`config.mk`:
```
export PLATFORM = sky130hd
export DESIGN_NAME = cu_sum_unit
export DESIGN_NICKNAME = d
export VERILOG_FILES = /design/src/logic/graph_cu_pkg.sv /design/src/logic/sync_fifo.sv /design/src/logic/sum_kernel_control.sv /design/src/logic/write_bus_arbiter.sv /design/src/logic/cu_sum_unit.sv
export SDC_FILE = /design/constraint.sdc
export NUM_CORES = 2
export LEC_CHECK = 0
export BUFFER_PORTS_ARGS = -buffer_cell sky130_fd_sc_hd__buf_4
export CAP_MARGIN = 20
export CORE_ASPECT_RATIO = 1.1
export CORE_UTILIZATION = 50
export CTS_BUF_LIST = sky130_fd_sc_hd__clkbuf_4 sky130_fd_sc_hd__clkbuf_8
export CTS_CLUSTER_SIZE = 16
export DETAILED_ROUTE_END_ITERATION = 10
export PLACE_DENSITY = 0.68
export SYNTH_ARGS = -nofsm -noshare
export SYNTH_HDL_FRONTEND = slang
export SYNTH_SLANG_ARGS = --single-unit
```
`constraint.sdc`:
```
create_clock -name clock -period 18.7 [get_ports clock]
set_clock_uncertainty 0.1 [all_clocks]
set_input_delay 2.805 -clock clock [delete_from_list [all_inputs] [get_ports clock]]
set_output_delay 2.805 -clock clock [all_outputs]
set_load 0.005 [all_outputs]
```
`src/logic/graph_cu_pkg.sv`:
```
// Shared widths, job/edge/command/response structs and buffer status used by the sum unit and its testbench
package graph_cu_pkg;

	//////////////////////////////////////////////////////////////////////
	// Widths
	//////////////////////////////////////////////////////////////////////

	// Vertex id and in-degree
	localparam int VERTEX_BITS = 16;

	// Edge value and accumulated sum
	localparam int DATA_BITS = 32;

	// Lane identity carried by commands and responses
	localparam int LANE_ID_BITS = 1;

	// Kernel lanes behind the shared write buffer
	localparam int NUM_LANES = 2;

	//////////////////////////////////////////////////////////////////////
	// Job and edge input
	//////////////////////////////////////////////////////////////////////

	// Vertex job held as a level by the environment
	typedef struct packed {
		logic                   valid;
		logic [VERTEX_BITS-1:0] id;
		logic [VERTEX_BITS-1:0] in_degree;
	} vertex_job_t;

	typedef struct packed {
		logic                 valid;
		logic [DATA_BITS-1:0] data;
	} edge_data_read_t;

	//////////////////////////////////////////////////////////////////////
	// Write commands and responses
	//////////////////////////////////////////////////////////////////////

	// Payload held in the write buffers without its valid bit
	typedef struct packed {
		logic [VERTEX_BITS-1:0]  index;
		logic [LANE_ID_BITS-1:0] lane_id;
		logic [DATA_BITS-1:0]    data;
	} write_payload_t;

	typedef struct packed {
		logic           valid;
		write_payload_t payload;
	} edge_data_write_t;

	// Returned by the outside, routed back by lane_id
	typedef struct packed {
		logic                    valid;
		logic [LANE_ID_BITS-1:0] lane_id;
		logic [VERTEX_BITS-1:0]  index;
	} write_response_t;

	// Status levels of any sync_fifo
	typedef struct packed {
		logic valid;
		logic full;
		logic alfull;
		logic empty;
	} buffer_status_t;

endpackage

```
`src/logic/sync_fifo.sv`:
```
// Synchronous circular FIFO with occupancy flags and a registered output for all buffers of the sum unit
`timescale 1ns/1ns

module sync_fifo #(
	parameter int WIDTH = 32,
	parameter int DEPTH = 16
) (
	input  logic             clock,
	input  logic             rstn,
	input  logic             push,
	input  logic [WIDTH-1:0] data_in,
	input  logic             pop,
	output logic [WIDTH-1:0] data_out,
	output logic             valid,
	output logic             full,
	output logic             alfull,
	output logic             empty
);

	localparam int PTR_BITS = (DEPTH > 1) ? $clog2(DEPTH) : 1;
	localparam int CNT_BITS = $clog2(DEPTH + 1);

	logic [WIDTH-1:0]    mem [DEPTH];
	logic [PTR_BITS-1:0] wr_ptr;
	logic [PTR_BITS-1:0] rd_ptr;
	logic [CNT_BITS-1:0] count;
	logic                do_push;
	logic                do_pop;

	// Pushes into a full buffer and pops from an empty one are dropped
	assign do_push = push && !full;
	assign do_pop  = pop && !empty;

	assign full   = (count == CNT_BITS'(DEPTH));
	assign alfull = (count >= CNT_BITS'(DEPTH - 2));
	assign empty  = (count == '0);

	//////////////////////////////////////////////////////////////////////
	// Pointers and occupancy
	//////////////////////////////////////////////////////////////////////

	always_ff @(posedge clock or negedge rstn) begin
		if (!rstn) begin
			wr_ptr <= '0;
			rd_ptr <= '0;
			count  <= '0;
			valid  <= 1'b0;
		end else begin
			if (do_push) begin
				wr_ptr <= (wr_ptr == PTR_BITS'(DEPTH - 1)) ? '0 : wr_ptr + 1'b1;
			end
			if (do_pop) begin
				rd_ptr <= (rd_ptr == PTR_BITS'(DEPTH - 1)) ? '0 : rd_ptr + 1'b1;
			end
			case ({do_push, do_pop})
				2'b10:   count <= count + 1'b1;
				2'b01:   count <= count - 1'b1;
				default: count <= count;
			endcase
			// Output valid one cycle after an accepted pop
			valid <= do_pop;
		end
	end

	//////////////////////////////////////////////////////////////////////
	// Storage and read port
	//////////////////////////////////////////////////////////////////////

	always_ff @(posedge clock) begin
		if (do_push) begin
			mem[wr_ptr] <= data_in;
		end
		if (do_pop) begin
			data_out <= mem[rd_ptr];
		end
	end

endmodule

```
`src/logic/sum_kernel_control.sv`:
```
// One compute lane that sums in_degree edge values per vertex job and queues the write command for the arbiter
`timescale 1ns/1ns

module sum_kernel_control #(
	parameter int LANE_ID     = 0,
	parameter int LOCAL_DEPTH = 8
) (
	input  logic                                 clock,
	input  logic                                 rstn,
	input  logic                                 enable_in,
	input  graph_cu_pkg::vertex_job_t            vertex_job,
	input  graph_cu_pkg::edge_data_read_t        edge_data,
	input  graph_cu_pkg::buffer_status_t         data_buffer_status,
	output logic                                 edge_data_request,
	input  graph_cu_pkg::buffer_status_t         write_buffer_status,
	input  logic                                 write_bus_grant,
	output logic                                 write_bus_request,
	output graph_cu_pkg::edge_data_write_t       edge_data_write_out,
	input  graph_cu_pkg::write_response_t        write_response,
	output logic [graph_cu_pkg::VERTEX_BITS-1:0] edge_count,
	output logic [graph_cu_pkg::VERTEX_BITS-1:0] response_count
);
	import graph_cu_pkg::*;

	logic                   enabled;
	vertex_job_t            job_latched;
	edge_data_read_t        edge_latched;
	buffer_status_t         data_status_latched;
	logic [DATA_BITS-1:0]   sum;
	logic [VERTEX_BITS-1:0] accum_count;
	logic                   last_edge;
	edge_data_write_t       command;
	write_payload_t         local_payload;
	buffer_status_t         local_status;
	logic                   grant_latched;

	//////////////////////////////////////////////////////////////////////
	// Enable and input registers
	//////////////////////////////////////////////////////////////////////

	always_ff @(posedge clock or negedge rstn) begin
		if (!rstn) begin
			enabled <= 1'b0;
		end else begin
			enabled <= enable_in;
		end
	end

	// Job and edge status hold while disabled
	always_ff @(posedge clock or negedge rstn) begin
		if (!rstn) begin
			job_latched         <= '0;
			data_status_latched <= '{valid: 1'b0, full: 1'b0, alfull: 1'b0, empty: 1'b1};
		end else if (enabled) begin
			job_latched         <= vertex_job;
			data_status_latched <= data_buffer_status;
		end
	end

	// Edges already popped still drain when enable drops
	always_ff @(posedge clock or negedge rstn) begin
		if (!rstn) begin
			edge_latched <= '0;
		end else begin
			edge_latched <= edge_data;
		end
	end

	// Stop fetching edges when the command queue is nearly full
	always_ff @(posedge clock or negedge rstn) begin
		if (!rstn) begin
			edge_data_request <= 1'b0;
		end else begin
			edge_data_request <= enabled && job_latched.valid &&
				!data_status_latched.empty && !local_status.alfull;
		end
	end

	//////////////////////////////////////////////////////////////////////
	// Accumulation
	//////////////////////////////////////////////////////////////////////

	assign last_edge = edge_latched.valid && job_latched.valid &&
		(accum_count + 1'b1 == job_latched.in_degree);

	always_ff @(posedge clock or negedge rstn) begin
		if (!rstn) begin
			sum         <= '0;
			accum_count <= '0;
			command     <= '0;
		end else begin
			command.valid <= last_edge;
			if (last_edge) begin
				sum         <= '0;
				accum_count <= '0;
				// Final value folded in as the command is formed
				command.payload.index   <= job_latched.id;
				command.payload.lane_id <= LANE_ID_BITS'(LANE_ID);
				command.payload.data    <= sum + edge_latched.data;
			end else if (edge_latched.valid && job_latched.valid) begin
				sum         <= sum + edge_latched.data;
				accum_count <= accum_count + 1'b1;
			end
		end
	end

	//////////////////////////////////////////////////////////////////////
	// Edge and response counters
	//////////////////////////////////////////////////////////////////////

	always_ff @(posedge clock or negedge rstn) begin
		if (!rstn) begin
			edge_count     <= '0;
			response_count <= '0;
		end else begin
			if (edge_latched.valid) begin
				edge_count <= edge_count + 1'b1;
			end
			if (write_response.valid && (write_response.lane_id == LANE_ID_BITS'(LANE_ID))) begin
				response_count <= response_count + 1'b1;
			end
		end
	end

	//////////////////////////////////////////////////////////////////////
	// Local command queue and write bus side
	//////////////////////////////////////////////////////////////////////

	// A grant that meets a nearly full shared buffer is dropped and the request rises again
	always_ff @(posedge clock or negedge rstn) begin
		if (!rstn) begin
			grant_latched     <= 1'b0;
			write_bus_request <= 1'b0;
		end else begin
			grant_latched     <= enabled && write_bus_grant && !write_buffer_status.alfull;
			write_bus_request <= enabled && !local_status.empty && !write_buffer_status.alfull;
		end
	end

	sync_fifo #(
		.WIDTH($bits(write_payload_t)),
		.DEPTH(LOCAL_DEPTH)
	) command_queue (
		.clock   (clock),
		.rstn    (rstn),
		.push    (command.valid),
		.data_in (command.payload),
		.pop     (grant_latched),
		.data_out(local_payload),
		.valid   (local_status.valid),
		.full    (local_status.full),
		.alfull  (local_status.alfull),
		.empty   (local_status.empty)
	);

	assign edge_data_write_out.valid   = local_status.valid;
	assign edge_data_write_out.payload = local_payload;

endmodule

```
`src/logic/write_bus_arbiter.sv`:
```
// Round-robin arbiter that moves lane write commands into the shared buffer and routes responses back
`timescale 1ns/1ns

module write_bus_arbiter (
	input  logic                                                        clock,
	input  logic                                                        rstn,
	input  logic [graph_cu_pkg::NUM_LANES-1:0]                          write_bus_request,
	output logic [graph_cu_pkg::NUM_LANES-1:0]                          write_bus_grant,
	input  graph_cu_pkg::edge_data_write_t [graph_cu_pkg::NUM_LANES-1:0] lane_write,
	input  graph_cu_pkg::buffer_status_t                                write_buffer_status,
	output logic                                                        buffer_push,
	output graph_cu_pkg::edge_data_write_t                              buffer_data,
	input  graph_cu_pkg::write_response_t                               write_response_in,
	output graph_cu_pkg::write_response_t [graph_cu_pkg::NUM_LANES-1:0] lane_response
);
	import graph_cu_pkg::*;

	// Lane of a grant as it moves down the pipe
	typedef struct packed {
		logic                    valid;
		logic [LANE_ID_BITS-1:0] lane;
	} grant_tag_t;

	grant_tag_t              grant_next;
	grant_tag_t              grant_tag;
	grant_tag_t              pending_d1;
	grant_tag_t              pending_d2;
	logic [LANE_ID_BITS-1:0] last_lane;
	logic [LANE_ID_BITS-1:0] cand_lane;

	//////////////////////////////////////////////////////////////////////
	// Round-robin pick
	//////////////////////////////////////////////////////////////////////

	// Search starts just after the last granted lane
	always_comb begin
		grant_next = '0;
		cand_lane  = last_lane;
		for (int i = 1; i <= NUM_LANES; i++) begin
			cand_lane = LANE_ID_BITS'((int'(last_lane) + i) % NUM_LANES);
			if (!grant_next.valid && write_bus_request[cand_lane] &&
				!write_buffer_status.alfull) begin
				grant_next.valid = 1'b1;
				grant_next.lane  = cand_lane;
			end
		end
	end

	// Command valid follows the grant by two cycles
	always_ff @(posedge clock or negedge rstn) begin
		if (!rstn) begin
			grant_tag  <= '0;
			pending_d1 <= '0;
			pending_d2 <= '0;
			last_lane  <= LANE_ID_BITS'(NUM_LANES - 1);
		end else begin
			grant_tag  <= grant_next;
			pending_d1 <= grant_tag;
			pending_d2 <= pending_d1;
			if (grant_next.valid) begin
				last_lane <= grant_next.lane;
			end
		end
	end

	always_comb begin
		for (int i = 0; i < NUM_LANES; i++) begin
			write_bus_grant[i] = grant_tag.valid && (grant_tag.lane == LANE_ID_BITS'(i));
		end
	end

	//////////////////////////////////////////////////////////////////////
	// Shared buffer push
	//////////////////////////////////////////////////////////////////////

	// A dropped grant leaves no valid command, so nothing is pushed
	assign buffer_push = pending_d2.valid && lane_write[pending_d2.lane].valid;

	always_comb begin
		buffer_data       = lane_write[pending_d2.lane];
		buffer_data.valid = buffer_push;
	end

	//////////////////////////////////////////////////////////////////////
	// Response routing
	//////////////////////////////////////////////////////////////////////

	always_comb begin
		for (int i = 0; i < NUM_LANES; i++) begin
			lane_response[i]       = write_response_in;
			lane_response[i].valid = write_response_in.valid &&
				(write_response_in.lane_id == LANE_ID_BITS'(i));
		end
	end

endmodule

```
`src/logic/cu_sum_unit.sv`:
```
// Top of the two-lane sum unit that joins edge buffers, kernels, arbiter and the shared write command buffer
`timescale 1ns/1ns

module cu_sum_unit #(
	parameter int EDGE_DEPTH  = 16,
	parameter int LOCAL_DEPTH = 8,
	parameter int WRITE_DEPTH = 8
) (
	input  logic                                                         clock,
	input  logic                                                         rstn,
	input  logic                                                         enable_in,
	input  graph_cu_pkg::vertex_job_t [graph_cu_pkg::NUM_LANES-1:0]      vertex_job,
	input  graph_cu_pkg::edge_data_read_t [graph_cu_pkg::NUM_LANES-1:0]  edge_data_in,
	input  logic                                                         write_cmd_pop,
	output graph_cu_pkg::edge_data_write_t                               write_cmd_out,
	input  graph_cu_pkg::write_response_t                                write_response_in,
	output logic [graph_cu_pkg::NUM_LANES-1:0][graph_cu_pkg::VERTEX_BITS-1:0] edge_count,
	output logic [graph_cu_pkg::NUM_LANES-1:0][graph_cu_pkg::VERTEX_BITS-1:0] response_count
);
	import graph_cu_pkg::*;

	edge_data_read_t  [NUM_LANES-1:0] edge_data;
	buffer_status_t   [NUM_LANES-1:0] edge_status;
	logic             [NUM_LANES-1:0] edge_data_request;
	logic             [NUM_LANES-1:0] write_bus_request;
	logic             [NUM_LANES-1:0] write_bus_grant;
	edge_data_write_t [NUM_LANES-1:0] lane_write;
	write_response_t  [NUM_LANES-1:0] lane_response;
	buffer_status_t                   write_status;
	logic                             buffer_push;
	edge_data_write_t                 buffer_data;

	//////////////////////////////////////////////////////////////////////
	// Per-lane edge buffer and kernel
	//////////////////////////////////////////////////////////////////////

	for (genvar lane = 0; lane < NUM_LANES; lane++) begin : g_lane
		sync_fifo #(
			.WIDTH(DATA_BITS),
			.DEPTH(EDGE_DEPTH)
		) edge_buffer (
			.clock   (clock),
			.rstn    (rstn),
			.push    (edge_data_in[lane].valid),
			.data_in (edge_data_in[lane].data),
			.pop     (edge_data_request[lane]),
			.data_out(edge_data[lane].data),
			.valid   (edge_data[lane].valid),
			.full    (edge_status[lane].full),
			.alfull  (edge_status[lane].alfull),
			.empty   (edge_status[lane].empty)
		);

		assign edge_status[lane].valid = edge_data[lane].valid;

		sum_kernel_control #(
			.LANE_ID    (lane),
			.LOCAL_DEPTH(LOCAL_DEPTH)
		) kernel (
			.clock              (clock),
			.rstn               (rstn),
			.enable_in          (enable_in),
			.vertex_job         (vertex_job[lane]),
			.edge_data          (edge_data[lane]),
			.data_buffer_status (edge_status[lane]),
			.edge_data_request  (edge_data_request[lane]),
			.write_buffer_status(write_status),
			.write_bus_grant    (write_bus_grant[lane]),
			.write_bus_request  (write_bus_request[lane]),
			.edge_data_write_out(lane_write[lane]),
			.write_response     (lane_response[lane]),
			.edge_count         (edge_count[lane]),
			.response_count     (response_count[lane])
		);
	end

	//////////////////////////////////////////////////////////////////////
	// Arbiter and shared write command buffer
	//////////////////////////////////////////////////////////////////////

	write_bus_arbiter arbiter (
		.clock              (clock),
		.rstn               (rstn),
		.write_bus_request  (write_bus_request),
		.write_bus_grant    (write_bus_grant),
		.lane_write         (lane_write),
		.write_buffer_status(write_status),
		.buffer_push        (buffer_push),
		.buffer_data        (buffer_data),
		.write_response_in  (write_response_in),
		.lane_response      (lane_response)
	);

	sync_fifo #(
		.WIDTH($bits(write_payload_t)),
		.DEPTH(WRITE_DEPTH)
	) write_buffer (
		.clock   (clock),
		.rstn    (rstn),
		.push    (buffer_push),
		.data_in (buffer_data.payload),
		.pop     (write_cmd_pop),
		.data_out(write_cmd_out.payload),
		.valid   (write_cmd_out.valid),
		.full    (write_status.full),
		.alfull  (write_status.alfull),
		.empty   (write_status.empty)
	);

	assign write_status.valid = write_cmd_out.valid;

endmodule

```
==> reports/results.txt <==
status: complete, no violations
Die Ht: 498.1 um
main flop type after synthesis: edfxtp_1
Core Util, Final: 57.11%
synthesized instance count: 5819
Seq/Total Area, Yosys: 74.93%
f_max: 0.2166 GHz
setup TNS: 0 ns
CP required: 15.79 ns
fraction of layout cells with a size suffix above 1: 30.05%
synth cell count leaders: edfxtp_1 (2402), mux4_2 (516), nand2_1 (468), dfrtp_1 (465), mux2_2 (307)
critical path cell sequence: buf_4
vias in the first global route: 58.12k
placed insts: 8824
CP Capture Type: output pin
Synth area leaders: edfxtp_1 (64%), dfrtp_1 (10%), mux4_2 (10%)
row count: 181
count leader, synth: edfxtp_1
Largest delay share family, worst path: flip-flops
non-filler cells, final: 9642
DP HPWL: 133.2 mm
Global Route Usage Sum: 21.15%
setup violators final: 0
Hold Buf Count CTS: 0
clock slew at reported path FFs: 0.06 ns
Relative slew margins: 24.09%
max-cap viol count: 0
Post-CTS Resized: 0
Yosys warnings: 0
Initial Util: 50.47%
largest net degree at the start of global routing: 79
routed length per placed instance: 24.54 um
final instance area: 0.1266 sq mm
Vias: 55.04k
Mapped Area: 0.1119 sq mm
deepest clock path buffer count: 4
H-tree levels: 5
grt ovf: 0
Worst setup SP type: flip-flop
maximum VDD drop: 0.08205 mV
Final Max Tran Viols: 0
CTS Sinks: 2870
Vias/cell: 5.708
Post-Route WL: 236.7 mm
Placement Cell Area: 0.1176 sq mm
TritonCTS Buffers: 446
synth unique cells: 83
Hold Vio Cnt, Final: 0
Synth top area share: 64.46%
first-pass GRT wire length: 355.7 mm
Root Driver: clkbuf_8
Tcrit/Tclk final: 24.69%
crit path time final: 4.616 ns
post-synthesis average cell area: 19.23 sq um
Placeable Area: 0.2217 sq mm
RSZ-0062 raised after global routing: no
CP peak stage delay: 0.43 ns
Die ar.: 0.2257 sq mm
Nets: 6614
IO Pins: 268
Synth Net Count: 6087
leakage power: 39.92 nW
setup bufs post-CTS: 0
gpl congestion: 0.8459
Max FO, Critical Path: 5
FFs w/ async S/R, synth: 16.31%
Yosys top cell by area: edfxtp_1
number of enable flip-flop cells after synthesis: 2402
initial DRC count: 4598
Die X: 453.0 um
area grow syn2layout: 13.17%
Hold WC Path Type: flip-flop to flip-flop
Critical path buffers and inverters: 1
PD cells: 128.9 mW/mm^2
CP Class: flip-flop to output pin
Remaining DRCs: 0
CP Data Arrival Time: 1.71 ns
IO buf count: 251
initial antenna violation count: 31
synthesis-stage register bit count: 2870
Slew @ Worst Pin: 1.139 ns
slowest CP cell: dfrtp_1
CTS tree: built
worst-skew pair later-pin latency: 1.12 ns
Final ANT Viol Nets: 0
TritonRoute pass-1 iters: 6
## cell type report
cell class                      count  area [sq um]
Multi-Input combinational cell   2635         27220
Sequential cell                  2870         83900
Tap cell                         2928          3664
Antenna cell                        5         12.51
Clock inverter                    164          1099
Fill cell                       16260         95080
Clock buffer                      647          7854
Inverter                           39         150.1
Timing Repair Buffer              354          2725
## sequential cells by signal, summed over array words and instances, names as in the netlist, 49 cells and up
| name | cells |
|---|---|
| write_buffer.mem | 392 |
| g_lane.kernel.command_queue.mem | 776 |
| g_lane.kernel.command_queue.data_out | 97 |
| g_lane.edge_buffer.data_out | 64 |
| g_lane.kernel.job_latched | 66 |
| g_lane.kernel.sum | 64 |
| g_lane.kernel.edge_latched | 66 |
| g_lane.kernel.command | 99 |
| g_lane.edge_buffer.mem | 1024 |
| write_buffer.data_out | 49 |
## layout by cell type (no fill, tap or decap), types with 120 or more instances in the layout
master and instances:
buf_4 350, clkbuf_4 168, nand2_1 466, clkbuf_8 479
xnor2_1 122, mux4_2 516, o21ai_0 146, dfrtp_1 448
mux2_2 307, mux2i_1 120, edfxtp_1 2402
## worst paths after layout
check	startpoint	slack [ns]	to	cells after the start
worst max-delay path	g_lane[1].kernel.response_count[0]	14.08	response_count[16]	1
worst min-delay path	g_lane[0].edge_buffer.data_out[1]	0.23	g_lane[0].kernel.edge_latched[1]	0
worst max register to register	g_lane[0].edge_buffer.rd_ptr[0]	14.37	g_lane[0].edge_buffer.data_out[15]	4
worst min register to register	g_lane[0].edge_buffer.data_out[1]	0.23	g_lane[0].kernel.edge_latched[1]	0
max in group asynchronous	rstn	14.95	g_lane[0].kernel.job_latched[2]	4
min in group asynchronous	rstn	1.61	g_lane[1].kernel.sum[0]	1
## layer usage
metal	GRT usage (%)	vias up	wire [um]	part of all wire, %
met5	0	-	197	0.083
met4	8.532	30	8695	3.7
met3	4.513	429	15220	6.4
met2	34.45	1679	116100	49
met1	27.76	28540	96470	41
li1	-	24360	-	-
## where the power goes
part	total, mW	switching [mW]	internal (mW)
Clock	5.21	2.34	2.87
Combinational	3.29	1.81	1.47
Sequential	7.82	0.388	7.43
## metrics by stage
step / power, mW / hold WS (ns) / setup WS, ns
after floorplan: 10.18 / 0.2306 / 12.46
after global placement: 11.17 / 0.2321 / 13.30
after detailed placement: 11.25 / 0.2344 / 13.28
after CTS: 16.48 / 0.2283 / 13.93
after global routing: 17.06 / 0.2337 / 13.96
final: 16.32 / 0.2254 / 14.08
## kinds of logic after synthesis
logic type	count (synthesis)	share of synthesized area [%]
AO/OA/AOI/OAI	559	3.245
multiplexers	943	14.55
XOR/XNOR	188	1.496
adder cells (fa/ha/maj)	114	1.322
AND/OR/NAND/NOR	831	3.355
buffers and inverters	314	1.098
flip-flops	2870	74.93
(Power assumes the default switching activity.)
